## src/wsg_timer.sv

```systemverilog
/* sample rate timer, one tick every SAMPLE_DIV clock enables */
`timescale 1ns/10ps

module wsg_timer #(
    parameter int SAMPLE_DIV = 64
) (
    input  logic clk,
    input  logic rst_n,
    input  logic cen,
    output logic tick
);

    localparam int CW = SAMPLE_DIV > 1 ? $clog2(SAMPLE_DIV) : 1;

    logic [CW-1:0] cnt;

    always_ff @(posedge clk or negedge rst_n) begin
        if (!rst_n) begin
            cnt  <= '0;
            tick <= 1'b0;
        end else begin
            tick <= 1'b0;
            if (cen) begin
                if (cnt == CW'(SAMPLE_DIV - 1)) begin
                    cnt  <= '0;
                    tick <= 1'b1;   // single cycle strobe
                end else begin
                    cnt <= cnt + 1'b1;
                end
            end
        end
    end

endmodule
```

## config.mk

```make
export PLATFORM = sky130hd
export DESIGN_NAME = wsg_timer
export DESIGN_NICKNAME = d
export VERILOG_FILES = /design/src/wsg_timer.sv
export SDC_FILE = /design/constraint.sdc
export NUM_CORES = 1
export LEC_CHECK = 0
export BUFFER_PORTS_ARGS = -buffer_cell sky130_fd_sc_hd__buf_2
export CAP_MARGIN = 20
export CORE_AREA = 4 4 41 43
export DETAILED_ROUTE_END_ITERATION = 6
export DIE_AREA = 0 0 45 47
export GPL_TIMING_DRIVEN = 0
export PLACE_DENSITY = 0.4
export SLEW_MARGIN = 15
export SYNTH_ARGS = -nofsm -noshare
export SYNTH_HDL_FRONTEND = slang
export SYNTH_SLANG_ARGS = --single-unit
export TNS_END_PERCENT = 10
```

## constraint.sdc

```tcl
create_clock -name clk -period 3.08 [get_ports clk]
set_input_delay 0.154 -clock clk [delete_from_list [all_inputs] [get_ports clk]]
set_output_delay 0.154 -clock clk [all_outputs]
set_load 0.005 [all_outputs]
```

==> flow_summary.toml <==
[worst_setup_path]
crit_chain = "ha_1 > nand4_2 > nor2_2 > nor2_1"
path_max_fanout = 5
regToRegStartpoint = "cnt[0]$_DFFE_PN0P_"
critPathRequiredTime_ns = 3.22
crit_path_end_kind = "register"
crit_path_start_kind = "register"
timing_worst_setup_path_type = "register to register"
cp-startpoint = "cnt[0]$_DFFE_PN0P_"
max_stage_delay_ns = 0.43
arrival_ns = 1.26
path_buf_inv = 0
crit_family = "flip-flops"
cpMaxStageDelayCell = "dfrtp_1"

[cts]
cts_tree = "yes"
clkSlewWorstSetupHoldPaths_ns = 0.05
insertion_delay_ns = 0.25
h-tree-depth = 1
cts_sinks = 7
holdBufCountCts = 1
cts.path.max_buffers = 2
ctsResizeCount = 0
post-cts-setup-buffer-count = 0
cts-root-buf = "clkbuf_4"
cts_buffers = 3

[placed_design]
place.gp.congestion = 0.6980
portBuffers = 3
dp_cells = 43

[grt]
grt_pass1_vias = 201
grt_pass1_wl_um = 924
grt_util_all_layers = 0.06762
grt-ovfl-total = 0
grt_max_degree = 8
antenna_found_initial = 0

[layout]
fillers = 147
layout_common_cells = "7 x dfrtp_1, 3 x nand2_1, 3 x xnor2_1, 3 x clkbuf_4, 3 x buf_2"
nets = 38
syn_to_final_growth_pct = 23.24
stdcell_count = 48
final_common_cell = "dfrtp_1"
drive_gt1_frac = 0.2727
n_antenna_cell = 0

[yosys]
yosys_warnings = 0
synth_area_sq_um = 301.5
synth_seq_cells = 7
synthCells = 25
syn_avg_cell_area_sq_um = 12.06
seq_area_frac_synth = 0.5809
syn_nets = 29
synthDistinctLibCells = 13

[timing]
finalHoldViolations = 0
report.final.slew_viol_count = 0
tightest_slew_ns = 0.1892
fin_crit_sh = 0.3636
setup_viol = 0
clock-skew-final_ns = 0.001035
grt_setup_unrepaired = "false"
fin_tns_setup_ns = 0
min_period_ns = 1.120
slew_headroom = 0.8739
fmax_mhz = 893.0

[pwr]
swShare = 0.3368
clock_power_share = 0.238
p_leak_uw = 0.0001596
powerDensity_nw_per_um2 = 945.6
ir_worst_vdd_mv = 0.3221
p_switching_uw = 118.3
comb_power_share = 0.250
p_seq_frac = 0.512
p_int_uw = 233.0

[floorplanning]
rows = 13
core-area_sq_um = 1301
die_area_sq_um = 2115
io_pins = 4
fp.dieW_um = 45
start_util = 0.2317
chipHeight_um = 47

[run_status]
status = "complete, no violations"

[route]
drt-total-wl_um = 480
wl_per_cell_um = 10.00
via_per_inst = 4.229
route.detailed.drc = 0
num_vias = 203
drt_iter0_markers = 0
ant_nets = 0
drt_pass1_iterations = 1

[min_path]
worstHoldStart = "cen"
hold_class = "input port to register"

[run]
max_cap_viol_count = 0
power by group through the flow:
stage          sequential [uW]  clock (uW)  combinational (uW)
2_1_floorplan              171           0                75.3
3_3_place_gp               182           0                87.2
3_5_place_dp               181           0                87.2
4_1_cts                    181        88.6                89.9
5_1_grt                    190        93.6                 103
6_report                   180        83.6                87.7
worst reg2reg max path, cell delays in order (launching register included):
cell and delay, ns:
dfrtp_1 0.43, ha_1 0.23, nand4_2 0.12, nor2_2 0.17, nor2_1 0.06
layer usage:
metal / vias to the layer above / track usage / wire (um)
met2: 6 / 0.08757 / 197
met5: - / 0 / 0
li1: 105 / - / -
met1: 92 / 0.07425 / 235
met4: 0 / 0.03509 / 0
met3: 0 / 0.06130 / 46
per-stage QoR:
| step | setup slack, ns | cell area [sq um] | utilization | total power (uW) | hold WS [ns] |
|---|---|---|---|---|---|
| after floorplan | 2.020 | 301.5 | - | 246.5 | -0.1416 |
| after global placement | 1.965 | 335.3 | 0.2577 | 269.3 | -0.004042 |
| after detailed placement | 1.951 | 335.3 | 0.2577 | 268.2 | -0.002965 |
| after CTS | 1.947 | 371.6 | 0.2856 | 359.5 | 0.2302 |
| after global routing | 1.838 | 371.6 | 0.2856 | 387.4 | 0.2550 |
| final | 1.960 | 371.6 | 0.2856 | 351.4 | 0.2337 |
state kept, by name, summed over array words and instances (netlist names):
| register | count |
|---|---|
| cnt | 6 |
| tick | 1 |
final cells by class:
type                            instances  area [sq um]  area share
Tap cell                               15         18.77     0.05051
Timing Repair Buffer                    4         25.02     0.06734
Multi-Input combinational cell         18         126.4      0.3401
Sequential cell                         7         175.2      0.4714
Clock buffer                            4         26.28     0.07071
cells by family (layout without fill, tap and decap cells):
kind of cell | Yosys count | count (layout) | share of synthesized area
buffers and inverters | 0 | 8 | 0
muxes | 1 | 1 | 0.03734
DFF | 7 | 7 | 0.5809
xor gates and xnor gates | 4 | 4 | 0.1162
and+or+nand+nor | 9 | 9 | 0.1660
adders and majority gates | 1 | 1 | 0.04149
AOI/OAI and AO/OA | 3 | 3 | 0.05807
cell usage after synthesis:
library cell	instances	area, sq um
nand4_2	1	12.51
o31ai_1	1	7.510
xor2_1	1	8.760
nor2_2	1	6.260
nand4_1	2	12.51
nand2_1	3	11.26
dfrtp_1	7	175.2
mux2_2	1	11.26
nor2_1	2	7.510
ha_1	1	12.51
a21oi_1	1	5.000
o21ai_0	1	5.000
xnor2_1	3	26.28
path summary, 6_finish.rpt:
kind	depth (start not counted)	endpoint	slack [ns]
max in group asynchronous	2	cnt[2]$_DFFE_PN0P_	2.66
min in group asynchronous	2	tick$_DFF_PN0_	0.26
worst max register to register	4	cnt[3]$_DFFE_PN0P_	1.96
worst min register to register	1	cnt[5]$_DFFE_PN0P_	0.48
worst min-delay path	3	cnt[2]$_DFFE_PN0P_	0.23
worst max-delay path	4	cnt[3]$_DFFE_PN0P_	1.96
No activity file was read; power rests on OpenSTA's default activity.
