`src/snd_pkg.sv`:
```
/* shared widths, bus structs, voice register layout and address map of the sound board
   referenced by scoped name, never imported */
package snd_pkg;

    typedef logic        [15:0] addr_t;    // sound cpu address
    typedef logic        [ 9:0] maddr_t;   // main bus and wave ram offset
    typedef logic        [ 7:0] byte_t;
    typedef logic signed [11:0] sample_t;
    typedef logic        [15:0] freq_t;
    typedef logic        [19:0] phase_t;   // top 5 bits index the 32-sample wave

    typedef struct packed {
        logic  strobe;
        logic  wr;
        addr_t addr;
        byte_t wdata;
    } snd_bus_t;

    typedef struct packed {
        logic   strobe;
        logic   wr;
        maddr_t addr;
        byte_t  wdata;
    } mbus_t;

    typedef struct packed {
        freq_t      freq;
        logic [3:0] wave;      // waveform number in the low 3 bits
        logic [3:0] vol;
    } voice_regs_t;

    typedef enum logic [2:0] {
        IDLE, FREQ_LO, FREQ_HI, VOL, WAVE, NIBBLE, ACCUM, DONE
    } seq_state_e;

    // sound cpu memory map
    localparam addr_t      WRAM_BASE    = 16'h1000;   // 1 KB window
    localparam addr_t      PORT_BASE    = 16'h2000;
    localparam addr_t      IRQ_ACK_BASE = 16'hb000;   // writes only
    localparam logic [1:0] PORT_A_SEL   = 2'd2;       // A[5:4]
    localparam logic [1:0] PORT_B_SEL   = 2'd3;

    // 4 bytes per voice from here: freq lo, freq hi, volume, wave
    localparam maddr_t     VOICE_BASE   = 10'h100;

endpackage

```
`src/snd_decode.sv`:
```
/* sound cpu address decoder with registered read mux and vblank interrupt latch
   read data and rd_valid come one clock after the bus strobe */
`timescale 1ns/10ps

module snd_decode (
    input  logic                  clk,
    input  logic                  rst_n,
    input  snd_pkg::snd_bus_t     bus,
    input  logic                  lvbl,
    input  snd_pkg::byte_t [1:0]  cab_a,
    input  snd_pkg::byte_t [1:0]  cab_b,
    input  snd_pkg::byte_t        wram_rdata,
    output snd_pkg::mbus_t        wram_req,
    output snd_pkg::byte_t        rdata,
    output logic                  rd_valid,
    output logic                  irq
);

    logic           wram_cs, porta_cs, portb_cs, ack_cs;
    logic           wram_rd_q;      // read was aimed at the wave ram
    snd_pkg::byte_t port_q;         // 0 for unmapped reads
    logic           lvbl_q;
    logic           vb_fall;

    always_comb begin
        wram_cs  = bus.strobe && bus.addr[15:10] == snd_pkg::WRAM_BASE[15:10];
        porta_cs = bus.strobe && !bus.wr && bus.addr[15:12] == snd_pkg::PORT_BASE[15:12]
                   && bus.addr[5:4] == snd_pkg::PORT_A_SEL;
        portb_cs = bus.strobe && !bus.wr && bus.addr[15:12] == snd_pkg::PORT_BASE[15:12]
                   && bus.addr[5:4] == snd_pkg::PORT_B_SEL;
        ack_cs   = bus.strobe && bus.wr && bus.addr[15:12] == snd_pkg::IRQ_ACK_BASE[15:12];
    end

    always_comb begin
        wram_req.strobe = wram_cs;
        wram_req.wr     = bus.wr;
        wram_req.addr   = bus.addr[9:0];    // offset inside the window
        wram_req.wdata  = bus.wdata;
    end

    always_ff @(posedge clk) begin
        port_q <= porta_cs ? cab_a[bus.addr[0]] :
                  portb_cs ? cab_b[bus.addr[0]] : '0;
    end

    always_ff @(posedge clk or negedge rst_n) begin
        if (!rst_n) begin
            rd_valid  <= 1'b0;
            wram_rd_q <= 1'b0;
        end else begin
            rd_valid  <= bus.strobe && !bus.wr;
            wram_rd_q <= wram_cs && !bus.wr;
        end
    end

    assign rdata = wram_rd_q ? wram_rdata : port_q;    // ram data is already registered

    assign vb_fall = lvbl_q && !lvbl;

    always_ff @(posedge clk or negedge rst_n) begin
        if (!rst_n) begin
            lvbl_q <= 1'b1;
            irq    <= 1'b0;
        end else begin
            lvbl_q <= lvbl;
            if (vb_fall)
                irq <= 1'b1;        // set beats a simultaneous ack
            else if (ack_cs)
                irq <= 1'b0;
        end
    end

    a_one_select: assert property (@(posedge clk) disable iff (!rst_n)
        $onehot0({wram_cs, porta_cs, portb_cs, ack_cs}));

endmodule

```
`config.mk`:
```
export PLATFORM = sky130hd
export DESIGN_NAME = snd_decode
export DESIGN_NICKNAME = d
export VERILOG_FILES = /design/src/snd_pkg.sv /design/src/snd_decode.sv
export SDC_FILE = /design/constraint.sdc
export NUM_CORES = 1
export LEC_CHECK = 0
export ABC_AREA = 1
export BUFFER_PORTS_ARGS = -buffer_cell sky130_fd_sc_hd__clkbuf_2
export CAP_MARGIN = 0
export CORE_MARGIN = 2
export CORE_UTILIZATION = 38
export CTS_BUF_LIST = sky130_fd_sc_hd__clkbuf_16
export CTS_CLUSTER_SIZE = 10
export DETAILED_ROUTE_END_ITERATION = 7
export PLACE_DENSITY = 0.93
export SLEW_MARGIN = 30
export SYNTH_ARGS = -nofsm -noshare
export SYNTH_HDL_FRONTEND = slang
export SYNTH_SLANG_ARGS = --single-unit
```
`constraint.sdc`:
```
create_clock -name clk -period 3 [get_ports clk]
set_clock_uncertainty 0.2 [all_clocks]
set_input_delay 0 -clock clk [delete_from_list [all_inputs] [get_ports clk]]
set_output_delay 0 -clock clk [all_outputs]
set_load 0.01 [all_outputs]
```
==> flow_summary_export.csv <==
group,metric,value,unit
outcome,outcome,"complete, no violations",
clock_network,post-cts-setup-buffers,0,
floorplanning,io_pins,99,
final_layout,postLayoutCoreUtil,72.42,%
synthesis,syn-mean-instance-area,6.973,sq um
floorplanning,floorplan.rows,18,
placement,placed_cells,215,
worst_setup_path,timing.critical_path.to_type,"flop",
detailed_routing,route.final.wire_length,4062,microns
global_routing,grt_pass1_wl,6465,microns
synthesis,yosys_warnings,0,
sta,max_slew.worst_pin.slew,0.3783,ns
global_routing,global_route.usage.total,26.32,%
synthesis,synth_largest_area_cell,"sky130_fd_sc_hd__nand2_1",
sta,setup-tns-final,0,ns
sta,maxClockFrequency,366.2,MHz
worst_setup_path,critical_path_cell_with_the_highest_stage_delay,"sky130_fd_sc_hd__dlygate4sd3_1",
power_and_ir_drop,pwr-share-seq,29.9,%
placement,count_of_input_and_output_buffers,68,
floorplanning,core_area,2477,sq um
detailed_routing,detail_route.wl_per_cell,14.88,microns
power_and_ir_drop,power.ir.vdd_worst,0.3165,mV
power_and_ir_drop,power.density_cell_area,307.0,nW/um^2
floorplanning,initial_core_utilization,40.25,%
synthesis,syn-num-nets,212,
worst_setup_path,cp_data_required_time,2.91,ns
synthesis,synth_seq_cells,12,
clock_network,cts_buffers,3,
worst_setup_path,critical-path-top-delay-family,"buffers and inverters",
synthesis,synth_common_cells,"sky130_fd_sc_hd__nand2_1 (60), sky130_fd_sc_hd__buf_4 (22), sky130_fd_sc_hd__nand4_1 (17)",
synthesis,mappedNetlistArea,997.2,sq um
floorplanning,die_width,55.23,microns
placement,dp_hpwl,1964,microns
final_layout,nets,313,
worst_setup_path,cp_num_buf_inv,5,
worst_setup_path,worst-setup-path-type,"in2reg",
clock_network,worst_setup_hold_path_clk_slew,0.04,ns
clock_network,clock_tree_from_tritoncts,"done",
detailed_routing,detailedRoute.firstIterationViolations,46,
clock_network,cts_resized,0,
worst_setup_path,critical_path_peak_fanout,1,
detailed_routing,via_count,1392,
power_and_ir_drop,share_comb_of_total_power,26.4,%
power_and_ir_drop,cellInternalPower,0.4150,mW
clock_network,clk_root_buffer_cell,"sky130_fd_sc_hd__clkbuf_16",
synthesis,synth.distinct_cells,21,
detailed_routing,route.detailed.vias_per_inst,5.099,
clock_network,insertion_delay,0.24,ns
power_and_ir_drop,power.static_leakage,1.021,nW
sta,rsz0062_at_grt,"false",
sta,min_period_over_period,91.01,%
detailed_routing,firstDrtPassIters,4,
floorplanning,fp.dieArea,3050,sq um
global_routing,first_global_vias,1396,
synthesis,instance_count_of_the_mapped_netlist,143,
synthesis,synth_area_leaders,"sky130_fd_sc_hd__nand2_1 (23%), sky130_fd_sc_hd__buf_4 (17%), sky130_fd_sc_hd__dfxtp_1 (16%), sky130_fd_sc_hd__nand4_1 (11%), sky130_fd_sc_hd__mux2_2 (9.0%)",
final_layout,antenna_cells_inserted,0,
global_routing,grt_antenna_before_repair,0,
clock_network,cts_max_path_buffers,2,
detailed_routing,final_antenna_net_count,0,
worst_setup_path,timing.critical_path.mode_cell,"sky130_fd_sc_hd__dlygate4sd3_1",
global_routing,global_route.overflow_total,0,
global_routing,grt_max_degree,19,
synthesis,netlist.area_leader.share,22.58,%
worst_setup_path,critical_path.startpoint_type,"input pin",
synthesis,yosys.cell_count.top_type,"sky130_fd_sc_hd__nand2_1",
job,maxCapViolCount,0,
min_path,timing.hold.worst.class,"in2out",
worst_setup_path,critical-path-max-stage-delay,0.58,ns
clock_network,cts_num_sinks,12,
sta,setup_viol_count_final,0,
sta,finalCriticalPeriod,2.730,ns
clock_network,cts_max_level,1,
worst_setup_path,worstPathCellList,"dlygate4sd3_1 -> clkbuf_2 -> nand2_1 -> nand2_1 -> dlygate4sd3_1 -> nand4_1 -> dlygate4sd3_1 -> nand2_1 -> dlygate4sd3_1",
detailed_routing,remaining_drc_errors,0,
floorplanning,fp.dieH,55.23,microns
synthesis,number_of_enable_flip_flop_cells_after_synthesis,0,
power_and_ir_drop,swShare,24.67,%
sta,hold_violations,0,
final_layout,fin_cells,273,
final_layout,area_growth_syn_to_layout,79.92,%
synthesis,async_flop_share,33.33,%
clock_network,cts_hold_buf,54,
placement,gp_congestion,0.7361,
worst_setup_path,cp.arrival,2.64,ns
sta,slew_viol_final,0,
sta,max-slew-margin-rel,74.78,%
power_and_ir_drop,pwr-share-clk,43.7,%
power_and_ir_drop,switchingPower,0.1359,mW
synthesis,synth-seq-area-share,26.22,%
final_layout,post_route_cells_drive_above_1_share,35.80,%
synthesis,synth_ff_type,"sky130_fd_sc_hd__dfxtp_1",
## per-stage QoR
step	setup WS, ns	total power [mW]	hold WS, ns	area [sq um]
2_1_floorplan	1.961	0.2348	-0.4956	997.2
3_3_place_gp	1.836	0.2527	-0.3924	1175
6_report	0.2696	0.5508	0.03144	1794
4_1_cts	0.4018	0.5402	0.02710	1794
5_1_grt	0.2310	0.5719	0.03407	1794
3_5_place_dp	1.790	0.2550	-0.3908	1175
## final timing paths
| kind | startpoint | endpoint | slack, ns | cells past startpoint |
|---|---|---|---|---|
| setup / recovery | cab_a[2] | port_q[2] | 0.27 | 9 |
| hold / removal | bus[13] | wram_req[13] | 0.03 | 2 |
| setup reg to reg | irq | irq | 1.62 | 3 |
| hold reg to reg | lvbl_q | irq | 0.31 | 2 |
| max in group asynchronous | rst_n | wram_rd_q | 1.95 | 3 |
| min in group asynchronous | rst_n | lvbl_q | 0.06 | 2 |
## flip-flops by register name (all words and copies together) (netlist names)
signal,flops
irq,1
lvbl_q,1
port_q,8
rd_valid,1
wram_rd_q,1
## cell usage in the layout (no fill, tap or decap)
cell,netlist,routed
sky130_fd_sc_hd__dlygate4sd3_1,0,54
sky130_fd_sc_hd__nand2_2,2,2
sky130_fd_sc_hd__inv_4,1,1
sky130_fd_sc_hd__nor2_2,1,1
sky130_fd_sc_hd__nor2_4,1,1
sky130_fd_sc_hd__nor2_1,2,2
sky130_fd_sc_hd__nor3_1,1,1
sky130_fd_sc_hd__dfstp_2,1,1
sky130_fd_sc_hd__clkbuf_2,0,68
sky130_fd_sc_hd__dfxtp_1,8,8
sky130_fd_sc_hd__nand2_1,60,60
sky130_fd_sc_hd__nand4_1,17,17
sky130_fd_sc_hd__inv_1,8,8
sky130_fd_sc_hd__clkbuf_16,0,3
sky130_fd_sc_hd__clkinv_2,1,1
sky130_fd_sc_hd__nor2_8,1,1
sky130_fd_sc_hd__mux2_2,8,8
sky130_fd_sc_hd__o21ai_0,1,1
sky130_fd_sc_hd__nand3_1,1,1
sky130_fd_sc_hd__dfrtp_1,3,3
sky130_fd_sc_hd__clkinv_1,0,1
## power by group through the flow
stage               registers (mW)  logic (mW)  clock network (mW)
floorplan                    0.168      0.0672                   0
global placement             0.167      0.0856                   0
detailed placement           0.167      0.0877                   0
CTS                          0.165       0.137               0.239
global route                 0.165       0.157               0.250
finish                       0.165       0.146               0.241
## metal layers
layer	part of all wire, %	GRT usage, %
met1	36	27.67
met2	53	49.49
met5	0	0
met3	6.1	3.981
met4	5.2	13.94
## cell type report
type                    count  area [sq um]
repair buffers            122         880.8
fillers                   170         683.2
multi-input cells          95         494.2
flip-flops and latches     12         261.5
clock buffers               3         75.07
inverters                  10         41.29
well taps                  30         37.54
clock inverters             1         3.754
## cell families (layout without fill, tap and decap cells)
family,Yosys count,in the layout,share of synthesized area [%]
mux,8,8,9.034
buf+inv,36,136,24.22
compound gates,1,1,0.5014
flops,12,12,26.22
simple gates,86,86,40.02
Power figures use the tool's default switching activity.
