## config.mk

```make
export PLATFORM = sky130hd
export DESIGN_NAME = cab_inputs
export DESIGN_NICKNAME = d
export VERILOG_FILES = /design/src/snd_pkg.sv /design/src/cab_inputs.sv
export SDC_FILE = /design/constraint.sdc
export NUM_CORES = 1
export LEC_CHECK = 0
export ABC_AREA = 1
export BUFFER_PORTS_ARGS = -buffer_cell sky130_fd_sc_hd__buf_2
export CORE_ASPECT_RATIO = 1.1
export CORE_MARGIN = 2
export CORE_UTILIZATION = 48
export CTS_CLUSTER_SIZE = 12
export DETAILED_ROUTE_END_ITERATION = 8
export PLACE_DENSITY = 0.81
export SYNTH_ARGS = -nofsm -noshare
export SYNTH_HDL_FRONTEND = slang
export SYNTH_SLANG_ARGS = --single-unit
```

## constraint.sdc

```tcl
create_clock -name clk -period 0.8 [get_ports clk]
set_input_delay 0.12 -clock clk [delete_from_list [all_inputs] [get_ports clk]]
set_output_delay 0.12 -clock clk [all_outputs]
set_load 0.02 [all_outputs]
```

## src/snd_pkg.sv

```systemverilog
/* shared widths, bus structs, voice register layout and address map of the sound board
   referenced by scoped name, never imported */
package snd_pkg;

    typedef logic        [15:0] addr_t;    // sound cpu address
    typedef logic        [ 9:0] maddr_t;   // main bus and wave ram offset
    typedef logic        [ 7:0] byte_t;
    typedef logic signed [11:0] sample_t;
    typedef logic        [15:0] freq_t;
    typedef logic        [19:0] phase_t;   // top 5 bits index the 32-sample wave

    typedef struct packed {
        logic  strobe;
        logic  wr;
        addr_t addr;
        byte_t wdata;
    } snd_bus_t;

    typedef struct packed {
        logic   strobe;
        logic   wr;
        maddr_t addr;
        byte_t  wdata;
    } mbus_t;

    typedef struct packed {
        freq_t      freq;
        logic [3:0] wave;      // waveform number in the low 3 bits
        logic [3:0] vol;
    } voice_regs_t;

    typedef enum logic [2:0] {
        IDLE, FREQ_LO, FREQ_HI, VOL, WAVE, NIBBLE, ACCUM, DONE
    } seq_state_e;

    // sound cpu memory map
    localparam addr_t      WRAM_BASE    = 16'h1000;   // 1 KB window
    localparam addr_t      PORT_BASE    = 16'h2000;
    localparam addr_t      IRQ_ACK_BASE = 16'hb000;   // writes only
    localparam logic [1:0] PORT_A_SEL   = 2'd2;       // A[5:4]
    localparam logic [1:0] PORT_B_SEL   = 2'd3;

    // 4 bytes per voice from here: freq lo, freq hi, volume, wave
    localparam maddr_t     VOICE_BASE   = 10'h100;

endpackage

```

## src/cab_inputs.sv

```systemverilog
/* cabinet input synchronizer, builds the two port bytes seen by the sound cpu
   index 0/1 of each port is picked by address bit 0 */
`timescale 1ns/10ps

module cab_inputs (
    input  logic                  clk,
    input  logic                  rst_n,
    input  logic [15:0]           dipsw,
    input  logic [ 6:0]           joystick1,
    input  logic [ 6:0]           joystick2,
    input  logic [ 1:0]           coin,
    input  logic                  service,
    input  logic [ 1:0]           cab_1p,
    output snd_pkg::byte_t [1:0]  cab_a,
    output snd_pkg::byte_t [1:0]  cab_b
);

    typedef struct packed {
        logic [15:0] dipsw;
        logic [ 6:0] joystick1;
        logic [ 6:0] joystick2;
        logic [ 1:0] coin;
        logic        service;
        logic [ 1:0] cab_1p;
    } cab_t;

    cab_t sync1, sync2;

    always_ff @(posedge clk or negedge rst_n) begin
        if (!rst_n) begin
            sync1 <= '0;
            sync2 <= '0;
        end else begin
            sync1 <= {dipsw, joystick1, joystick2, coin, service, cab_1p};
            sync2 <= sync1;
        end
    end

    assign cab_a[0] = sync2.dipsw[ 7:0];
    assign cab_a[1] = sync2.dipsw[15:8];
    assign cab_b[0] = {sync2.coin, sync2.service, sync2.joystick1[4:0]};
    assign cab_b[1] = {sync2.cab_1p, sync2.joystick2[5:0]};

endmodule

```

==> flow_metrics.tcl, run 1 <==
set metrics [dict create \
    antenna_found_initial 0 \
    clk_pin_slew_ps 110 \
    peakVddDrop_mv 2.15 \
    final_cell_mix "64 x dfrtp_1, 33 x dlygate4sd3_1, 33 x buf_2" \
    cts_tree "built" \
    gp_congestion 0.633 \
    first_pass_iters 4 \
    fp.dieW_um 59.1 \
    drtIter0Drc 22 \
    vias 955 \
    fmax_ghz 0.939 \
    cts_sinks 64 \
    p_leak_uw 0.00131 \
    gr-total-overflow 0 \
    start_kind "flip-flop" \
    drive_gt1_frac 0.459 \
    status "complete, but fails checks" \
    worst_pin_slew_ps 161 \
    nets 213 \
    grt_use_met2 0.367 \
    fillCellCount 143 \
    start_util 0.489 \
    insertion_delay_ps 380 \
    maxSlewViolCount 0 \
    fin_crit_sh 1.33 \
    via_per_inst 4.40 \
    synthesis.area_mm2 0.00160 \
    required_ps 680 \
    synth_nets 101 \
    grt_pass1_wl_um 5300 \
    slowest_delay_ps 420 \
    grt_use_met3 0.0938 \
    grt_pass1_vias 1153 \
    design.die.area_mm2 0.00382 \
    io_pins 69 \
    syn_avg_cell_area_um2 25.0 \
    violations "negative setup slack" \
    antenna_cells 0 \
    place_hpwl_um 1700 \
    place_ws_ps 166 \
    p_int_uw 5080 \
    power_density_mw_per_mm2 2390 \
    htree_levels 3 \
    fin_area_mm2 0.00272 \
    timing.hold.ws_ps 257 \
    r2r_setup_slack_ps 280 \
    switching_share 0.218 \
    rows 22 \
    cpLargestDelayFamily "flip-flops" \
    maxCapViolations 0 \
    placed_area_mm2 0.00202 \
    hold_viol 0 \
    synth-seq-area-share 1.00 \
    io_buffers 65 \
    root_buffer "clkbuf_4" \
    finalClockSkew_ps 11.9 \
    worstSetupEndpointType "output pin" \
    synthCells 64 \
    drcViolationCount 0 \
    combPwrFrac 0.090 \
    layout_commonest_cell "dfrtp_1" \
    ys_seq_elements 64 \
    cp_max_fo 1 \
    cp_num_buf_inv 1 \
    route.final.wire_length_um 3400 \
    multi_input_area_um2 0 \
    avgRoutedWirePerCell_um 15.7 \
    p_total_uw 6490 \
    grtUsageMet1 0.211 \
    rsz0062_at_grt "yes" \
    area_delta_synth_final_pct 69.5 \
    cts_buffers 9 \
    busiest_layer "met2" \
    grt_max_degree 29 \
    cp_slowest_cell "dfrtp_1" \
    cp.arrival_ps 950 \
    seq_power_share 0.534 \
    register_area_mm2 0.00160 \
    yosysUniqueCellTypes 1 \
    core_mm2 0.00328 \
    multi_input_cells 0 \
    setup_viol 32 \
    die_h_um 64.6 \
    path_cells "buf_6" \
    netSwitchingPower_uw 1410 \
    period_minus_slack_ps 1070 \
    clock_power_share 0.376 \
    holdCritPathClass "primary input to asynchronous set/reset pin" \
    cts_max_path_buffers 2 \
    max-slew-margin-rel 0.893 \
    yosysWarnings 0 \
    grt_use_total 0.207 \
    ant_nets 0 \
    layout_setup_ws_ps -265 \
    path_class "flip-flop to output pin" \
]
-- stage by stage --
step	setup TNS (ps)	instances	util
after CTS	-7680	217	0.829
final	-7100	217	0.829
after global routing	-8950	217	0.829
after detailed placement	0	168	0.617
after global placement	0	168	0.617
after floorplan	0	64	-
-- routing by layer --
layer	vias up	part of all wire
met2	45	0.61
met3	0	0.065
met1	487	0.33
li1	423	-
met5	-	0
met4	0	0
-- power by group through the flow --
stage,clock (uW),combinational [uW],sequential [uW]
global placement,0,352,3490
finish,2440,587,3470
detailed placement,0,362,3500
global route,2650,626,3480
CTS,2460,583,3460
floorplan,0,0,3600
-- final timing paths --
kind	startpoint	cells after the start	end
min reg2reg	sync1[7]$_DFF_PN0_	0	cab_b[10]$_DFF_PN0_
max reg2reg	sync1[6]$_DFF_PN0_	0	cab_b[9]$_DFF_PN0_
min	rst_n	3	cab_a[7]$_DFF_PN0_
max in group asynchronous	rst_n	3	cab_b[7]$_DFF_PN0_
min in group clk	sync1[7]$_DFF_PN0_	0	cab_b[10]$_DFF_PN0_
max	cab_a[11]$_DFF_PN0_	1	cab_a[11]
-- cells in the mapped netlist --
cell type  count  share of area
dfrtp_1       64            1.0
-- sequential cells by signal, summed over array words and instances (netlist names) --
signal,flops
sync1,32
cab_b,16
cab_a,16
-- cell type report --
| class | instances | area share |
|---|---|---|
| repair buffers | 101 | 0.333 |
| flip-flops and latches | 64 | 0.590 |
| well taps | 36 | 0.0166 |
| clock buffers | 11 | 0.0313 |
| clock inverters | 5 | 0.0295 |
-- cells by family after synthesis --
group  count (synthesis)  share of synthesized area
flops                 64                       1.00
-- repair_timing --
action / CTS / global route
endpoints found under the hold margin: 96 / 0
hold buffers: 33 / 0
setup endpoints to repair: 32 / 32
cloned: 0 / 0
pin swaps: 0 / 0
setup buffers: 0 / 0
resized for setup: 64 / 0
Power figures use the tool's default switching activity.
==> run 2: changes to the inputs <==
- CORE_UTILIZATION: 48 -> 45
- PLACE_DENSITY: 0.81 -> 0.76
- clock period: 0.8 -> 1.06 ns (I/O delays scaled with it)
==> flow_metrics.tcl, run 2 (synthesized netlist as in run 1, its figures left out) <==
set metrics [dict create \
    status "complete, but fails checks" \
    violations "negative setup slack" \
    cp.arrival_ps 920 \
    final_cell_count_no_fill 226 \
    gp_congestion 0.669 \
    gr-total-overflow 0 \
    netSwitchingPower_uw 967 \
    multi_input_cells 0 \
    fp.dieW_um 60.9 \
    required_ps 900 \
    switching_share 0.221 \
    io_pins 69 \
    top_register "sync1" \
    drive_gt1_frac 0.433 \
    multi_input_area_um2 0 \
    p_total_uw 4380 \
    grt_pass1_vias 1053 \
    route.final.wire_length_um 3020 \
    largest_reg_flops 32 \
    cpLargestDelayFamily "flip-flops" \
    max-slew-margin-rel 0.795 \
    final_cell_mix "64 x dfrtp_1, 33 x dlygate4sd3_1, 33 x buf_2" \
    grt_pass1_wl_um 4860 \
    finalClockSkew_ps 6.28 \
    maxCapViolations 0 \
    start_util 0.473 \
    grt_max_degree 65 \
    antenna_cells 0 \
    peakVddDrop_mv 1.01 \
    clock_power_share 0.306 \
    start_kind "flip-flop" \
    via_per_inst 4.12 \
    rsz0062_at_grt "yes" \
    drcViolationCount 0 \
    layout_setup_ws_ps -22.0 \
    design.die.area_mm2 0.00405 \
    antenna_found_initial 0 \
    insertion_delay_ps 370 \
    path_class "flip-flop to output pin" \
    hold_viol 0 \
    seq_power_share 0.596 \
    area_delta_synth_final_pct 65.3 \
    maxSlewViolCount 0 \
    period_minus_slack_ps 1080 \
    dp.cells 178 \
    nets 211 \
    root_buffer "clkbuf_4" \
    first_pass_iters 2 \
    worstSetupEndpointType "output pin" \
    p_int_uw 3410 \
    worst_pin_slew_ps 308 \
    vias 932 \
    p_leak_uw 0.00128 \
    htree_levels 3 \
    power_density_mw_per_mm2 1650 \
    cp_slowest_cell "dfrtp_1" \
    fmax_ghz 0.924 \
    combPwrFrac 0.098 \
    cp_max_fo 1 \
    slowest_delay_ps 410 \
    fin_crit_sh 1.02 \
    rows 22 \
    cts_setup_buffers 0 \
    cp_num_buf_inv 1 \
    cts_max_path_buffers 2 \
    avgRoutedWirePerCell_um 13.4 \
    io_buffers 65 \
    cts_sinks 64 \
    path_cells "buf_6" \
    core_mm2 0.00339 \
    clk_pin_slew_ps 90 \
    drtIter0Drc 3 \
    die_h_um 66.6 \
    cts_tree "built" \
    layout_commonest_cell "dfrtp_1" \
    holdCritPathClass "primary input to asynchronous set/reset pin" \
    fillCellCount 186 \
    cts_buffers 9 \
    grt_use_total 0.183 \
    setup_viol 4 \
    ant_nets 0 \
]
==> run 2: cell types whose count changed in the layout (fill, tap and decap cells not counted) <==
cell        before  now
buf_4            1    0
buf_12           2    1
clkbuf_8         1    2
clkinv_2         1    0
bufinv_16        2    0
clkbuf_1         1    4
clkinvlp_4       2    0
==> run 2: metal layers <==
metal,wire length [um],GRT usage
met5,0,0
met4,110,0.103
met3,183,0.0874
met2,1700,0.300
met1,1030,0.186
==> run 2: worst paths after layout <==
kind	end	slack [ps]	start	cells past startpoint
max	cab_b[14]	-20	cab_b[14]$_DFF_PN0_	1
min	sync1[7]$_DFF_PN0_	340	rst_n	3
max reg2reg	cab_a[6]$_DFF_PN0_	540	sync1[25]$_DFF_PN0_	0
min reg2reg	cab_b[11]$_DFF_PN0_	350	sync1[8]$_DFF_PN0_	0
max in group asynchronous	cab_a[9]$_DFF_PN0_	460	rst_n	3
min in group clk	cab_b[11]$_DFF_PN0_	350	sync1[8]$_DFF_PN0_	0
==> run 2: layout make-up <==
class | count | area, um2 | area share
Sequential cell | 64 | 1600 | 0.605
Timing Repair Buffer | 99 | 876 | 0.331
Clock buffer | 15 | 110 | 0.0416
Tap cell | 48 | 60.1 | 0.0227
==> run 2: repair_timing <==
item,in CTS,in global routing
setup endpoints to repair,18,32
resized for setup,36,28
hold endpoints to repair,96,0
hold buffers,33,0
==> run 2: power by group through the flow <==
stage	registers (uW)	clock network (uW)	logic (uW)
2_1_floorplan	2720	0	0
3_3_place_gp	2630	0	254
3_5_place_dp	2640	0	260
4_1_cts	2600	1360	394
5_1_grt	2620	1530	458
6_report	2610	1340	428
==> run 2: per-stage QoR <==
step	hold slack, ps	setup TNS, ps	cell area, um2	setup slack, ps	util
global placement	180	0	2010	409	0.593
CTS	310	-105	2560	-22.9	0.756
detailed placement	189	0	2010	385	0.593
finish	342	-26.7	2650	-22.0	0.782
global route	355	-1360	2650	-80.2	0.782
floorplan	-137	0	1600	485	-
==> run 3: changes to the inputs <==
- CTS_BUF_LIST: default -> sky130_fd_sc_hd__clkbuf_16
==> flow_metrics.tcl, run 3 (synthesized netlist as in run 1, its figures left out) <==
set metrics [dict create \
    cts_tree "built" \
    place_ws_ps 385 \
    vias 935 \
    worstSetupEndpoint "cab_a[15]" \
    cp.depth 1 \
    grt_use_total 0.199 \
    final_cell_mix "65 x buf_2, 64 x dfrtp_1, 33 x dlygate4sd3_1" \
    drtIter0Drc 20 \
    status "complete, no violations" \
    grt_max_degree 65 \
    setup_viol 0 \
    cp_slowest_cell "dfrtp_1" \
    r2r_cells 0 \
    p_leak_uw 0.00128 \
    nets 211 \
    path_class "flip-flop to output pin" \
    grt_pass1_vias 1038 \
    fillCellCount 191 \
    fin_crit_sh 0.963 \
    power_density_mw_per_mm2 2070 \
    ant_nets 0 \
    hold_viol 0 \
    setup_tns_ps 0 \
    antenna_found_initial 0 \
    cpLargestDelayFamily "flip-flops" \
    slowest_delay_ps 380 \
    via_per_inst 4.14 \
    r2r_setup_slack_ps 560 \
    grt_pass1_wl_um 5190 \
    multi_input_area_um2 0 \
    layout_commonest_cell "buf_2" \
    maxSlewViolCount 0 \
    io_buffers 65 \
    maxCapViolations 0 \
    rows 22 \
    die_h_um 66.6 \
    top_register "sync1" \
    grtUsageMet1 0.209 \
    start_kind "flip-flop" \
    route.final.wire_length_um 3280 \
    cp-startpoint "cab_a[15]$_DFF_PN0_" \
    clk_pin_slew_ps 50 \
    max-slew-margin-rel 0.788 \
    drive_gt1_frac 0.421 \
    area_delta_synth_final_pct 61.4 \
    cts-resized-gates 0 \
    cts_max_path_buffers 2 \
    largest_reg_flops 32 \
    htree_levels 3 \
    period_minus_slack_ps 1020 \
    peakVddDrop_mv 1.57 \
    start_util 0.473 \
    cts_buffers 9 \
    required_ps 900 \
    antenna_cells 0 \
    fmax_ghz 0.980 \
    register_area_mm2 0.00160 \
    io_pins 69 \
    gr-total-overflow 0 \
    r2r-end "cab_a[6]$_DFF_PN0_" \
    drcViolationCount 0 \
    grt_use_met3 0.103 \
    insertion_delay_ps 310 \
    fp.dieW_um 60.9 \
    reg2reg_from "sync1[25]$_DFF_PN0_" \
    design.die.area_mm2 0.00405 \
    finalClockSkew_ps 2.86 \
    holdCritPathClass "flip-flop to flip-flop" \
    layout_setup_ws_ps 39.2 \
    core_mm2 0.00339 \
    worst_pin_slew_ps 318 \
    rsz0062_at_grt "no" \
    cts_sinks 64 \
    cp.arrival_ps 860 \
    path_cells "buf_2" \
    multi_input_cells 0 \
    gp_congestion 0.669 \
    grt_use_met2 0.328 \
    root_buffer "clkbuf_16" \
    first_pass_iters 2 \
    avgRoutedWirePerCell_um 14.5 \
    worstSetupEndpointType "output pin" \
    cp_max_fo 1 \
    busiest_layer "met2" \
    cp_num_buf_inv 1 \
]
## run 3: changes by cell type in the layout (fill, tap and decap cells not counted)
cell and change:
buf_2 +32, buf_6 -32, clkbuf_16 +9, clkbuf_4 -9
clkbuf_1 -4, inv_1 +4, clkbuf_8 -2, clkinv_1 +2
## run 3: final cells by class
class	instances	area share
flip-flops and latches	64	0.620
repair buffers	99	0.261
clock buffers	9	0.0871
well taps	48	0.0232
clock inverters	6	0.00871
## run 3: timing repair
item,4_1_cts,5_1_grt
endpoints found under the hold margin,96,0
hold buffers,33,0
setup buffers,0,0
## run 3: power breakdown
group          switching, uW  leakage [uW]  internal (uW)
Sequential              36.0      0.000746           2570
Combinational            186      0.000403            171
Clock                    883      0.000135           1510
Total                   1110       0.00128           4250
## run 3: metal layers
| metal | up-vias | wire length, um |
|---|---|---|
| met5 | - | 0 |
| met4 | 0 | 73 |
| met3 | 6 | 223 |
| met2 | 46 | 1800 |
| met1 | 464 | 1190 |
| li1 | 419 | - |
## run 3: worst min-delay path by stage
stage | slack, ps | start | cells past startpoint | endpoint
global placement | 180 | rst_n | 2 | sync1[32]$_DFF_PN0_
global route | 350 | sync1[30]$_DFF_PN0_ | 0 | cab_a[11]$_DFF_PN0_
finish | 340 | sync1[14]$_DFF_PN0_ | 0 | cab_b[2]$_DFF_PN0_
floorplan | -140 | rst_n | 0 | cab_a[0]$_DFF_PN0_
CTS | 350 | sync1[24]$_DFF_PN0_ | 0 | cab_a[5]$_DFF_PN0_
detailed placement | 190 | rst_n | 2 | sync1[22]$_DFF_PN0_
## run 3: stage by stage
stage	utilization	cells	cell area (um2)	hold slack [ps]	power, uW
finish	0.763	226	2580	344	5360
global route	0.763	226	2580	350	5610
CTS	0.763	226	2580	345	5390
detailed placement	0.593	178	2010	189	2900
global placement	0.593	178	2010	180	2890
floorplan	-	64	1600	-137	2720
