==> config.mk <==
export PLATFORM = sky130hd
export DESIGN_NAME = wsg_seq
export DESIGN_NICKNAME = d
export VERILOG_FILES = /design/src/snd_pkg.sv /design/src/wsg_seq.sv
export SDC_FILE = /design/constraint.sdc
export NUM_CORES = 1
export LEC_CHECK = 0
export BUFFER_PORTS_ARGS = -buffer_cell sky130_fd_sc_hd__buf_2
export CAP_MARGIN = 20
export CORE_ASPECT_RATIO = 1.2
export CORE_MARGIN = 5
export CORE_UTILIZATION = 40
export CTS_CLUSTER_DIAMETER = 120
export DETAILED_ROUTE_END_ITERATION = 6
export GPL_ROUTABILITY_DRIVEN = 0
export SETUP_SLACK_MARGIN = 0.05
export SYNTH_ARGS = -nofsm -noshare
export SYNTH_HDL_FRONTEND = slang
export SYNTH_SLANG_ARGS = --single-unit
==> constraint.sdc <==
create_clock -name clk -period 12 [get_ports clk]
set_input_delay 2.4 -clock clk [delete_from_list [all_inputs] [get_ports clk]]
set_output_delay 2.4 -clock clk [all_outputs]
set_load 0.1 [all_outputs]
==> src/snd_pkg.sv <==
/* shared widths, bus structs, voice register layout and address map of the sound board
   referenced by scoped name, never imported */
package snd_pkg;

    typedef logic        [15:0] addr_t;    // sound cpu address
    typedef logic        [ 9:0] maddr_t;   // main bus and wave ram offset
    typedef logic        [ 7:0] byte_t;
    typedef logic signed [11:0] sample_t;
    typedef logic        [15:0] freq_t;
    typedef logic        [19:0] phase_t;   // top 5 bits index the 32-sample wave

    typedef struct packed {
        logic  strobe;
        logic  wr;
        addr_t addr;
        byte_t wdata;
    } snd_bus_t;

    typedef struct packed {
        logic   strobe;
        logic   wr;
        maddr_t addr;
        byte_t  wdata;
    } mbus_t;

    typedef struct packed {
        freq_t      freq;
        logic [3:0] wave;      // waveform number in the low 3 bits
        logic [3:0] vol;
    } voice_regs_t;

    typedef enum logic [2:0] {
        IDLE, FREQ_LO, FREQ_HI, VOL, WAVE, NIBBLE, ACCUM, DONE
    } seq_state_e;

    // sound cpu memory map
    localparam addr_t      WRAM_BASE    = 16'h1000;   // 1 KB window
    localparam addr_t      PORT_BASE    = 16'h2000;
    localparam addr_t      IRQ_ACK_BASE = 16'hb000;   // writes only
    localparam logic [1:0] PORT_A_SEL   = 2'd2;       // A[5:4]
    localparam logic [1:0] PORT_B_SEL   = 2'd3;

    // 4 bytes per voice from here: freq lo, freq hi, volume, wave
    localparam maddr_t     VOICE_BASE   = 10'h100;

endpackage

==> src/wsg_seq.sv <==
/* wavetable sequencer, on each tick walks all voices through the wave ram voice port
   and mixes them into one saturated sample, 6 cycles per voice */
`timescale 1ns/10ps

module wsg_seq #(
    parameter int NVOICE = 4
) (
    input  logic             clk,
    input  logic             rst_n,
    input  logic             tick,
    input  snd_pkg::byte_t   voice_data,
    output snd_pkg::maddr_t  voice_addr,
    output snd_pkg::sample_t snd,
    output logic             snd_valid
);

    localparam int VW   = NVOICE > 1 ? $clog2(NVOICE) : 1;
    localparam int SW   = $bits(snd_pkg::sample_t);
    localparam int ACCW = SW + VW + 1;
    localparam logic signed [ACCW-1:0] SMAX = 2**(SW-1) - 1;
    localparam logic signed [ACCW-1:0] SMIN = -(2**(SW-1));

    snd_pkg::seq_state_e    state;
    logic [VW-1:0]          vidx, vnext;
    snd_pkg::voice_regs_t   regs;
    snd_pkg::phase_t        phase [NVOICE];
    snd_pkg::phase_t        cur_phase;
    logic signed [ACCW-1:0] acc;
    logic [3:0]             nib;
    logic signed [4:0]      centered;
    logic signed [9:0]      contrib;
    snd_pkg::sample_t       sat;

    assign cur_phase = phase[vidx];
    assign vnext     = state == snd_pkg::ACCUM ? vidx + 1'b1 : '0;

    // address goes out one cycle ahead of the state that takes the data
    always_comb begin
        case (state)
            snd_pkg::IDLE,
            snd_pkg::ACCUM:   voice_addr = snd_pkg::VOICE_BASE + {vnext, 2'd0};
            snd_pkg::FREQ_LO: voice_addr = snd_pkg::VOICE_BASE + {vidx, 2'd1};
            snd_pkg::FREQ_HI: voice_addr = snd_pkg::VOICE_BASE + {vidx, 2'd2};
            snd_pkg::VOL:     voice_addr = snd_pkg::VOICE_BASE + {vidx, 2'd3};
            snd_pkg::NIBBLE:  voice_addr = {3'd0, regs.wave[2:0], cur_phase[19:16]};
            default:          voice_addr = snd_pkg::VOICE_BASE;
        endcase
    end

    always_ff @(posedge clk) begin
        case (state)
            snd_pkg::FREQ_LO: regs.freq[ 7:0] <= voice_data;
            snd_pkg::FREQ_HI: regs.freq[15:8] <= voice_data;
            snd_pkg::VOL:     regs.vol  <= voice_data[3:0];
            snd_pkg::WAVE:    regs.wave <= voice_data[3:0];
            default: ;
        endcase
    end

    assign nib      = cur_phase[15] ? voice_data[7:4] : voice_data[3:0]; // low nibble first
    assign centered = $signed({1'b0, nib}) - 5'sd8;
    assign contrib  = centered * $signed({1'b0, regs.vol});

    always_comb begin
        if (acc > SMAX)
            sat = snd_pkg::sample_t'(SMAX);
        else if (acc < SMIN)
            sat = snd_pkg::sample_t'(SMIN);
        else
            sat = snd_pkg::sample_t'(acc);
    end

    always_ff @(posedge clk or negedge rst_n) begin
        if (!rst_n) begin
            state     <= snd_pkg::IDLE;
            vidx      <= '0;
            acc       <= '0;
            snd       <= '0;
            snd_valid <= 1'b0;
            for (int i = 0; i < NVOICE; i++)
                phase[i] <= '0;
        end else begin
            snd_valid <= 1'b0;
            case (state)
                snd_pkg::IDLE: if (tick) begin     // ticks elsewhere are dropped
                    acc   <= '0;
                    vidx  <= '0;
                    state <= snd_pkg::FREQ_LO;
                end
                snd_pkg::FREQ_LO: state <= snd_pkg::FREQ_HI;
                snd_pkg::FREQ_HI: state <= snd_pkg::VOL;
                snd_pkg::VOL:     state <= snd_pkg::WAVE;
                snd_pkg::WAVE:    state <= snd_pkg::NIBBLE;
                snd_pkg::NIBBLE:  state <= snd_pkg::ACCUM;
                snd_pkg::ACCUM: begin
                    acc         <= acc + contrib;
                    phase[vidx] <= cur_phase + snd_pkg::phase_t'(regs.freq);
                    if (vidx == VW'(NVOICE - 1)) begin
                        state <= snd_pkg::DONE;
                    end else begin
                        vidx  <= vidx + 1'b1;
                        state <= snd_pkg::FREQ_LO;
                    end
                end
                snd_pkg::DONE: begin
                    snd       <= sat;
                    snd_valid <= 1'b1;
                    vidx      <= '0;
                    state     <= snd_pkg::IDLE;
                end
                default: state <= snd_pkg::IDLE;
            endcase
        end
    end

    a_vidx_range: assert property (@(posedge clk) disable iff (!rst_n)
        state != snd_pkg::IDLE && state != snd_pkg::DONE |-> int'(vidx) < NVOICE);

    // sample comes out a fixed delay after an accepted tick
    a_sweep_len: assert property (@(posedge clk) disable iff (!rst_n)
        state == snd_pkg::IDLE && tick |-> ##(NVOICE * 6 + 2) snd_valid);

endmodule

==> impl_metrics.toml, run 1 <==
[synth]
yosysSeqAreaShare_pct = 42.2
synth_compound_area_share_pct = 14.6
synthTopCellsByArea = "dfrtp_1 (34%), edfxtp_1 (8.3%), ha_1 (7.5%)"
synth-simple-area-share_pct = 14.8
synth-edff-count = 23
yosys.area.top_type_share_pct = 33.9
synth_top_family_by_area = "simple AND/OR/NAND/NOR gates"
syn_inst = 847
async_reset_ff_share_pct = 83.1
avgSynthCellArea_um2 = 9.85
synth_top_cell_by_area = "dfrtp_1"
synth_ff_type = "dfrtp_1"
muxShareOfSynthArea_pct = 6.01
ys_seq_elements = 136
ys_warn_count = 0
synthAdderAreaFrac_pct = 14.5
yosysUniqueCellTypes = 60
syn_area_um2 = 8340
synth_xor_area_share_pct = 2.52

[timing]
hold_viol = 0
finalSetupViolCount = 0
timing.final.crit_period_ps = 6360
finalCritPeriodShare_pct = 53.0
worst_clock_skew_ps = 7.69
final_max_slew_viol_count = 0
fmax_mhz = 157
layout_setup_ws_ps = 5640
rsz0062_at_grt = "no"
worst_slew_pin_slew_ps = 978
finalSetupTns_ps = 0
relSlewSlack_pct = 34.6

[die]
rows = 58
io_pins = 34
core_um2 = 20800
die_h_um = 168
die_x_um = 142
initial_core_util_pct = 40.2
dieArea_um2 = 23900

[cells_and_area]
final_common_cell = "nand2_1"
drive_gt1_share_pct = 11.5
fin_util_pct = 45.1
final-instance-count-excl-fill = 1145
diodes = 0
final_cell_mix = "nand2_1 (156), dfrtp_1 (113), o21ai_0 (80), inv_1 (70), ha_1 (50)"
fill_cells = 2054
area_delta_synth_final_pct = 12.1
final_nets = 952

[critical_path]
crit_path_top_delay_cell = "fa_1"
critical_path.endpoint_type = "register"
cp_cell_sequence = "buf_2 > mux2i_1 > and2_1 > inv_1 > fa_1 > fa_1 > fa_1 > inv_1 > ha_1 > nor2b_1 > o21ai_1 > a21boi_0 > o21a_1 > or3_1 > a32o_1"
cp.required_ps = 12320
worstPathArrival_ps = 6690
cp-start-kind = "input port"
crit_path_max_fanout = 7
slowest_delay_ps = 580
path_class = "input port to register"
reg2regPathDepth = 15
cp_top_family = "adder cells"
critical_path_depth = 15
cp_common_cell = "fa_1"
crit_buf_inv = 3

[placed_design]
post-dp-hpwl_um = 14500
place_inst = 1112
io_buffer_count = 31
preCtsSetupSlack_ps = 5200

[global_route]
grt_pass1_wl_um = 33100
antenna_found_initial = 1
grt_max_degree = 78
track_usage_pct = 17.7
grt.overflow.total = 0
grt_pass1_vias = 6282

[cts]
post-cts-setup-buffers = 0
htree_levels = 4
clkTransAtPathRegs_ps = 60
numCtsBuffers = 17
clockBufferDepth = 2
cts_sinks = 136
ctsResizeCount = 0
worstSkewPairLatency_ps = 430
cts_tree = "yes"
ctsHoldBuffers = 0
cts_root_buffer = "clkbuf_16"

[route]
drt_iter0_drc = 366
avgViaCountPerCell = 5.21
avgRoutedWirePerCell_um = 17.4
drcViolationCount = 0
first_pass_iters = 5
final_antenna_net_count = 0
vias = 5971
wirelength_um = 19900

[min_path]
hp-class = "register to register"
hold_depth = 2

[status]
status = "completed"

[job]
cap_violations = 0
-- final timing paths --
path | start | end | slack, ps
worst max-delay path | voice_data[3] | acc[8] | 5640
worst min-delay path | snd[4] | snd[4] | 460
worst max register to register | vidx[0] | acc[8] | 6710
worst min register to register | snd[4] | snd[4] | 460
max in group asynchronous | rst_n | snd[1] | 9100
min in group asynchronous | rst_n | phase[62] | 1940
-- worst min-delay path: cells and delay by family, from the launching register on --
family	cells	cell delay, ps
flops	1	340
simple gates	2	100
-- flip-flops by register name, summed over array words and instances (netlist names) --
signal / count
regs: 23
state: 3
acc: 15
snd: 12
snd_valid: 1
phase: 80
vidx: 2
-- Yosys cell counts (all sizes together) (13+ instances only) --
cell type  number
nand2         157
dfrtp         113
o21ai          88
inv            70
ha             50
nor2           39
clkbuf         31
fa             29
a21oi          27
edfxtp         23
mux4           20
nor2b          15
xnor2          15
nand3          14
buf            13
-- cell families (layout without fill, tap and decap cells) --
group | Yosys count | after routing
AO/OA/AOI/OAI | 192 | 192
XOR/XNOR | 24 | 24
adder cells (fa/ha/maj) | 79 | 79
buffers and inverters | 114 | 141
flip-flops | 136 | 136
multiplexers | 25 | 25
other | 1 | 2
AND/OR/NAND/NOR | 276 | 276
-- area by class of cell --
| type | instances | area [µm²] | area share, % |
|---|---|---|---|
| sequential | 136 | 3520 | 37.6 |
| multi-input combinational | 598 | 4380 | 46.8 |
| timing repair buffer | 39 | 238 | 2.54 |
| clock inverter | 13 | 168 | 1.79 |
| clock buffer | 19 | 453 | 4.84 |
| inverter | 70 | 263 | 2.81 |
| tap | 270 | 338 | 3.61 |
-- per-layer routing --
layer | track usage, % | wire (µm)
met1 | 21.4 | 8330
met4 | 6.51 | 498
met3 | 3.41 | 587
met5 | 0 | 13
met2 | 31.2 | 10500
-- through the flow --
step	hold WS [ps]	area, µm²
2_1_floorplan	440	8350
3_3_place_gp	449	8700
3_5_place_dp	456	8700
4_1_cts	472	9330
5_1_grt	494	9350
6_report	465	9350
Power of run 1 is left out: the tool's default activity adds up to more than one toggle a clock period on the data nets, which glitch-free logic cannot reach.
==> run 2: changes to the inputs <==
- clock period: 12 -> 5.6 ns (I/O delays scaled with it)
==> run 2 against run 1 <==
Net effect: register-to-register slack got worse by 6000 ps; final area decreased by 0.96%; hold slack got worse by 2.3 ps; non-clock buffer count increased by 1; critical endpoint is now acc[13]; highest routed layer unchanged.
==> impl_metrics.toml, run 2 (synthesis gave the netlist of run 1 again) <==
[die]
io_pins = 34
initial_core_util_pct = 40.2
die_h_um = 168
core_um2 = 20800
rows = 58
die_x_um = 142
dieArea_um2 = 23900

[route]
first_pass_iters = 5
vias = 5936
final_antenna_net_count = 0
avgRoutedWirePerCell_um = 17.1
wirelength_um = 19700
drt_iter0_drc = 308
avgViaCountPerCell = 5.18
drcViolationCount = 0

[cts]
worstSkewPairLatency_ps = 420
clockBufferDepth = 2
cts_tree = "yes"
ctsResizeCount = 0
post-cts-setup-buffers = 0
ctsHoldBuffers = 0
cts_sinks = 136
clkTransAtPathRegs_ps = 60
numCtsBuffers = 17
htree_levels = 4
cts_root_buffer = "clkbuf_16"

[placed_design]
io_buffer_count = 31
post-dp-hpwl_um = 14400

[cells_and_area]
reg_top3 = "phase: 80 flops, regs: 23 flops, acc: 15 flops"
fill_cells = 2055
area_delta_synth_final_pct = 11.0
largest_reg_flops = 80
final_nets = 953
multi_input_area_um2 = 4380
drive_gt1_share_pct = 11.5
final_cell_mix = "nand2_1 (156), dfrtp_1 (113), o21ai_0 (80), inv_1 (70), ha_1 (50)"
max_flop_register = "phase"
final_common_cell = "nand2_1"
seqCellArea_um2 = 3520

[critical_path]
cp-start-kind = "register"
cp_common_cell = "inv_1"
path_class = "register to register"
worstPathArrival_ps = 5200
cp_top_family = "adder cells"
cp_cell_sequence = "mux4_2 > mux2i_1 > nand2_1 > inv_1 > fa_1 > ha_1 > inv_1 > fa_1 > inv_1 > ha_1 > a211oi_1 > o211ai_1 > a31o_2 > a31oi_1 > xor2_1 > o21ai_0"
critical_path.endpoint_type = "register"
crit_start = "vidx[0]"
rr_startpoint = "vidx[0]"
crit_path_top_delay_cell = "mux4_2"
cp.required_ps = 5880
crit_buf_inv = 3
crit_path_max_fanout = 7
slowest_delay_ps = 620

[global_route]
grt_pass1_wl_um = 32400
antenna_found_initial = 1
track_usage_pct = 17.3
grt.overflow.total = 0
grt_max_degree = 68
grt_pass1_vias = 6157

[timing]
hold_viol = 0
timing.final.crit_period_ps = 4920
relSlewSlack_pct = 35.4
fin_hold_ws_ps = 462
worst_clock_skew_ps = 8.00
finalSetupTns_ps = 0
rsz0062_at_grt = "no"
finalSetupViolCount = 0
finalCritPeriodShare_pct = 87.8
worst_slew_pin_slew_ps = 966
final_max_slew_viol_count = 0
fmax_mhz = 203

[min_path]
hp-class = "register to register"
min-delay-start = "snd[3]"

[status]
status = "completed"

[job]
cap_violations = 0
run 2: routing by layer:
metal	track usage (%)	wire length (µm)
met3	3.47	537
met5	0	7
met1	20.8	8290
met2	30.6	10300
met4	5.97	505
run 2: area by class of cell:
cell class,count,area share (%)
Timing Repair Buffer,40,2.43
Antenna cell,1,0.0270
Tap cell,270,3.65
Clock buffer,17,4.59
Clock inverter,14,1.24
Inverter,70,2.84
Sequential cell,136,38.0
Multi-Input combinational cell,598,47.2
run 2: worst reg2reg max path: cells and delay by family, from the launching register on:
family | cells | cell delay (ps)
AO/OA/AOI/OAI | 5 | 960
XOR/XNOR | 1 | 150
adder cells (fa/ha/maj) | 4 | 1650
buffers and inverters | 3 | 420
flip-flops | 1 | 380
multiplexers | 2 | 910
AND/OR/NAND/NOR | 1 | 290
run 2: worst paths after layout:
check | end | slack [ps] | depth (start not counted)
worst max-delay path | acc[13] | 680 | 16
worst min-delay path | snd[3] | 460 | 2
worst max register to register | acc[13] | 680 | 16
worst min register to register | snd[3] | 460 | 2
max in group asynchronous | phase[11] | 3690 | 2
min in group asynchronous | phase[63] | 790 | 1
run 2: stage by stage:
step           cell area, µm²  setup WS, ps  utilization, %  instances
6_report                 9260           680            44.6       1146
5_1_grt                  9260           359            44.6       1145
4_1_cts                  9260           634            44.6       1145
3_5_place_dp             8720           439            42.0       1114
3_3_place_gp             8720           538            42.0       1114
2_1_floorplan            8350           476               -        848
Power of run 2 is left out for the same reason.
==> run 3: changes to the inputs <==
- ABC_AREA: unset -> 1
- BUFFER_PORTS_ARGS: -buffer_cell sky130_fd_sc_hd__buf_2 -> -buffer_cell sky130_fd_sc_hd__buf_4
==> run 3 against run 2 <==
Net effect: die area increased by 2.2%; critical path type unchanged; hold slack improved by 16 ps; utilization increased by 1.5 points; routed wire length increased by 17%; worst setup slack improved by 180 ps.
==> impl_metrics.toml, run 3 <==
[route]
avgRoutedWirePerCell_um = 16.6
final_antenna_net_count = 0
drcViolationCount = 0
wirelength_um = 23000
drt_iter0_drc = 482
vias = 6989
avgViaCountPerCell = 5.04
first_pass_iters = 5

[timing]
timing.final.crit_period_ps = 4740
rsz0062_at_grt = "no"
finalSetupTns_ps = 0
final_max_slew_viol_count = 0
worst_clock_skew_ps = 11.6
finalSetupViolCount = 0
worst_slew_pin_slew_ps = 839
hold_viol = 0
fin_hold_ws_ps = 478
fmax_mhz = 211
finalCritPeriodShare_pct = 84.6
relSlewSlack_pct = 43.9

[cts]
htree_levels = 4
ctsHoldBuffers = 0
clkTransAtPathRegs_ps = 70
cts_sinks = 136
cts_root_buffer = "clkbuf_16"
ctsResizeCount = 0
worstSkewPairLatency_ps = 430
post-cts-setup-buffers = 0
clockBufferDepth = 2
numCtsBuffers = 17
cts_tree = "yes"

[global_route]
antenna_found_initial = 0
grt_max_degree = 47
track_usage_pct = 19.9
grt.overflow.total = 0
use_met3_pct = 3.71
grt_pass1_vias = 7041
grt_pass1_wl_um = 37300
grt-busiest-layer = "met2"
met2_usage_pct = 35.3
met1_usage_pct = 23.9

[placed_design]
io_buffer_count = 31
post-dp-hpwl_um = 16500
place_inst = 1355

[die]
die_x_um = 143
initial_core_util_pct = 40.7
dieArea_um2 = 24400
die_h_um = 170
io_pins = 34
core_um2 = 21000
rows = 58

[cells_and_area]
final_nets = 1194
largest_reg_flops = 80
max_flop_register = "phase"
area_delta_synth_final_pct = 13.4
final_common_cell = "nand2_1"
reg_top3 = "phase: 80 flops, regs: 23 flops, acc: 15 flops"
fin_util_pct = 46.2
final-instance-count-excl-fill = 1387
diodes = 0
drive_gt1_share_pct = 8.59
final_cell_mix = "nand2_1 (297), inv_1 (131), dfrtp_1 (113), nor2_1 (101), o21ai_0 (93)"

[critical_path]
path_class = "register to register"
cp.required_ps = 5960
worstPathArrival_ps = 5090
critical_path.endpoint_type = "register"
crit_path_max_fanout = 9
cp-start-kind = "register"

[synth]
yosysUniqueCellTypes = 41
yosysSeqAreaShare_pct = 41.2
syn_inst = 1075
synth_top_cell_by_area = "dfrtp_1"
syn_area_um2 = 8540
ys_seq_elements = 136
synthTopCellsByArea = "dfrtp_1 (33%), nand2_1 (13%), edfxtp_1 (8.1%)"
avgSynthCellArea_um2 = 7.94
ys_warn_count = 0
synth.most_common_cell = "nand2_1"
synth-edff-count = 23
async_reset_ff_share_pct = 83.1
yosys.area.top_type_share_pct = 33.1
synth_ff_type = "dfrtp_1"
synthTopCellsByCount = "nand2_1 (297), inv_1 (131), dfrtp_1 (113)"

[min_path]
hp-class = "register to register"

[job]
cap_violations = 0

[status]
status = "completed"
==> run 3: logic make-up (layout without fill, tap and decap cells) <==
logic type	after synthesis	after routing	share of synthesized area, %
XOR/XNOR	16	16	1.64
flip-flops	136	136	41.2
buffers and inverters	176	217	8.35
AO/OA/AOI/OAI	167	167	10.6
AND/OR/NAND/NOR	500	500	24.0
other	1	2	0.0439
adder cells (fa/ha/maj)	79	79	14.1
==> run 3: routing by layer <==
metal / vias up / wire length [µm]
li1: 3510 / -
met1: 3300 / 9680
met2: 138 / 11700
met3: 41 / 826
met4: 0 / 728
met5: - / 0
==> run 3: stage by stage <==
step / area, µm² / worst slack (ps)
after global placement: 9020 / 760
after CTS: 9680 / 846
after floorplan: 8540 / 585
final: 9680 / 863
after detailed placement: 9020 / 739
after global routing: 9680 / 400
==> run 3: worst max-delay path, stage by stage, from the launching register on <==
cell and delay [ps]:
dfrtp_1 560, inv_2 60, a21oi_1 120, o21ai_0 100, nand2_1 200, inv_2 80, nand2_1 60, nand2_1 100
nor2_1 150, inv_1 170, fa_1 530, inv_1 50, fa_1 470, inv_1 60, fa_1 530, inv_1 40
ha_1 350, a21oi_1 190, nand2_1 120, a21boi_0 290, o21ai_0 160, nand2_1 80, nand2_1 40, o21ai_0 130
==> run 3: final cells by class <==
cell class	instances	area, µm²
repair buffers	42	315
inverters	143	537
fillers	2100	11300
multi-input cells	764	4310
flip-flops and latches	136	3520
clock inverters	15	238
well taps	270	338
clock buffers	17	425
==> run 3: path summary, 6_finish.rpt <==
check,startpoint,end,slack (ps),cells after the start
min reg2reg,phase[22],phase[22],480,2
min,phase[22],phase[22],480,2
max,vidx[1],acc[10],860,23
max in group asynchronous,rst_n,snd[11],3910,2
max reg2reg,vidx[1],acc[10],860,23
min in group asynchronous,rst_n,phase[6],710,1
Power of run 3 is left out for the same reason.
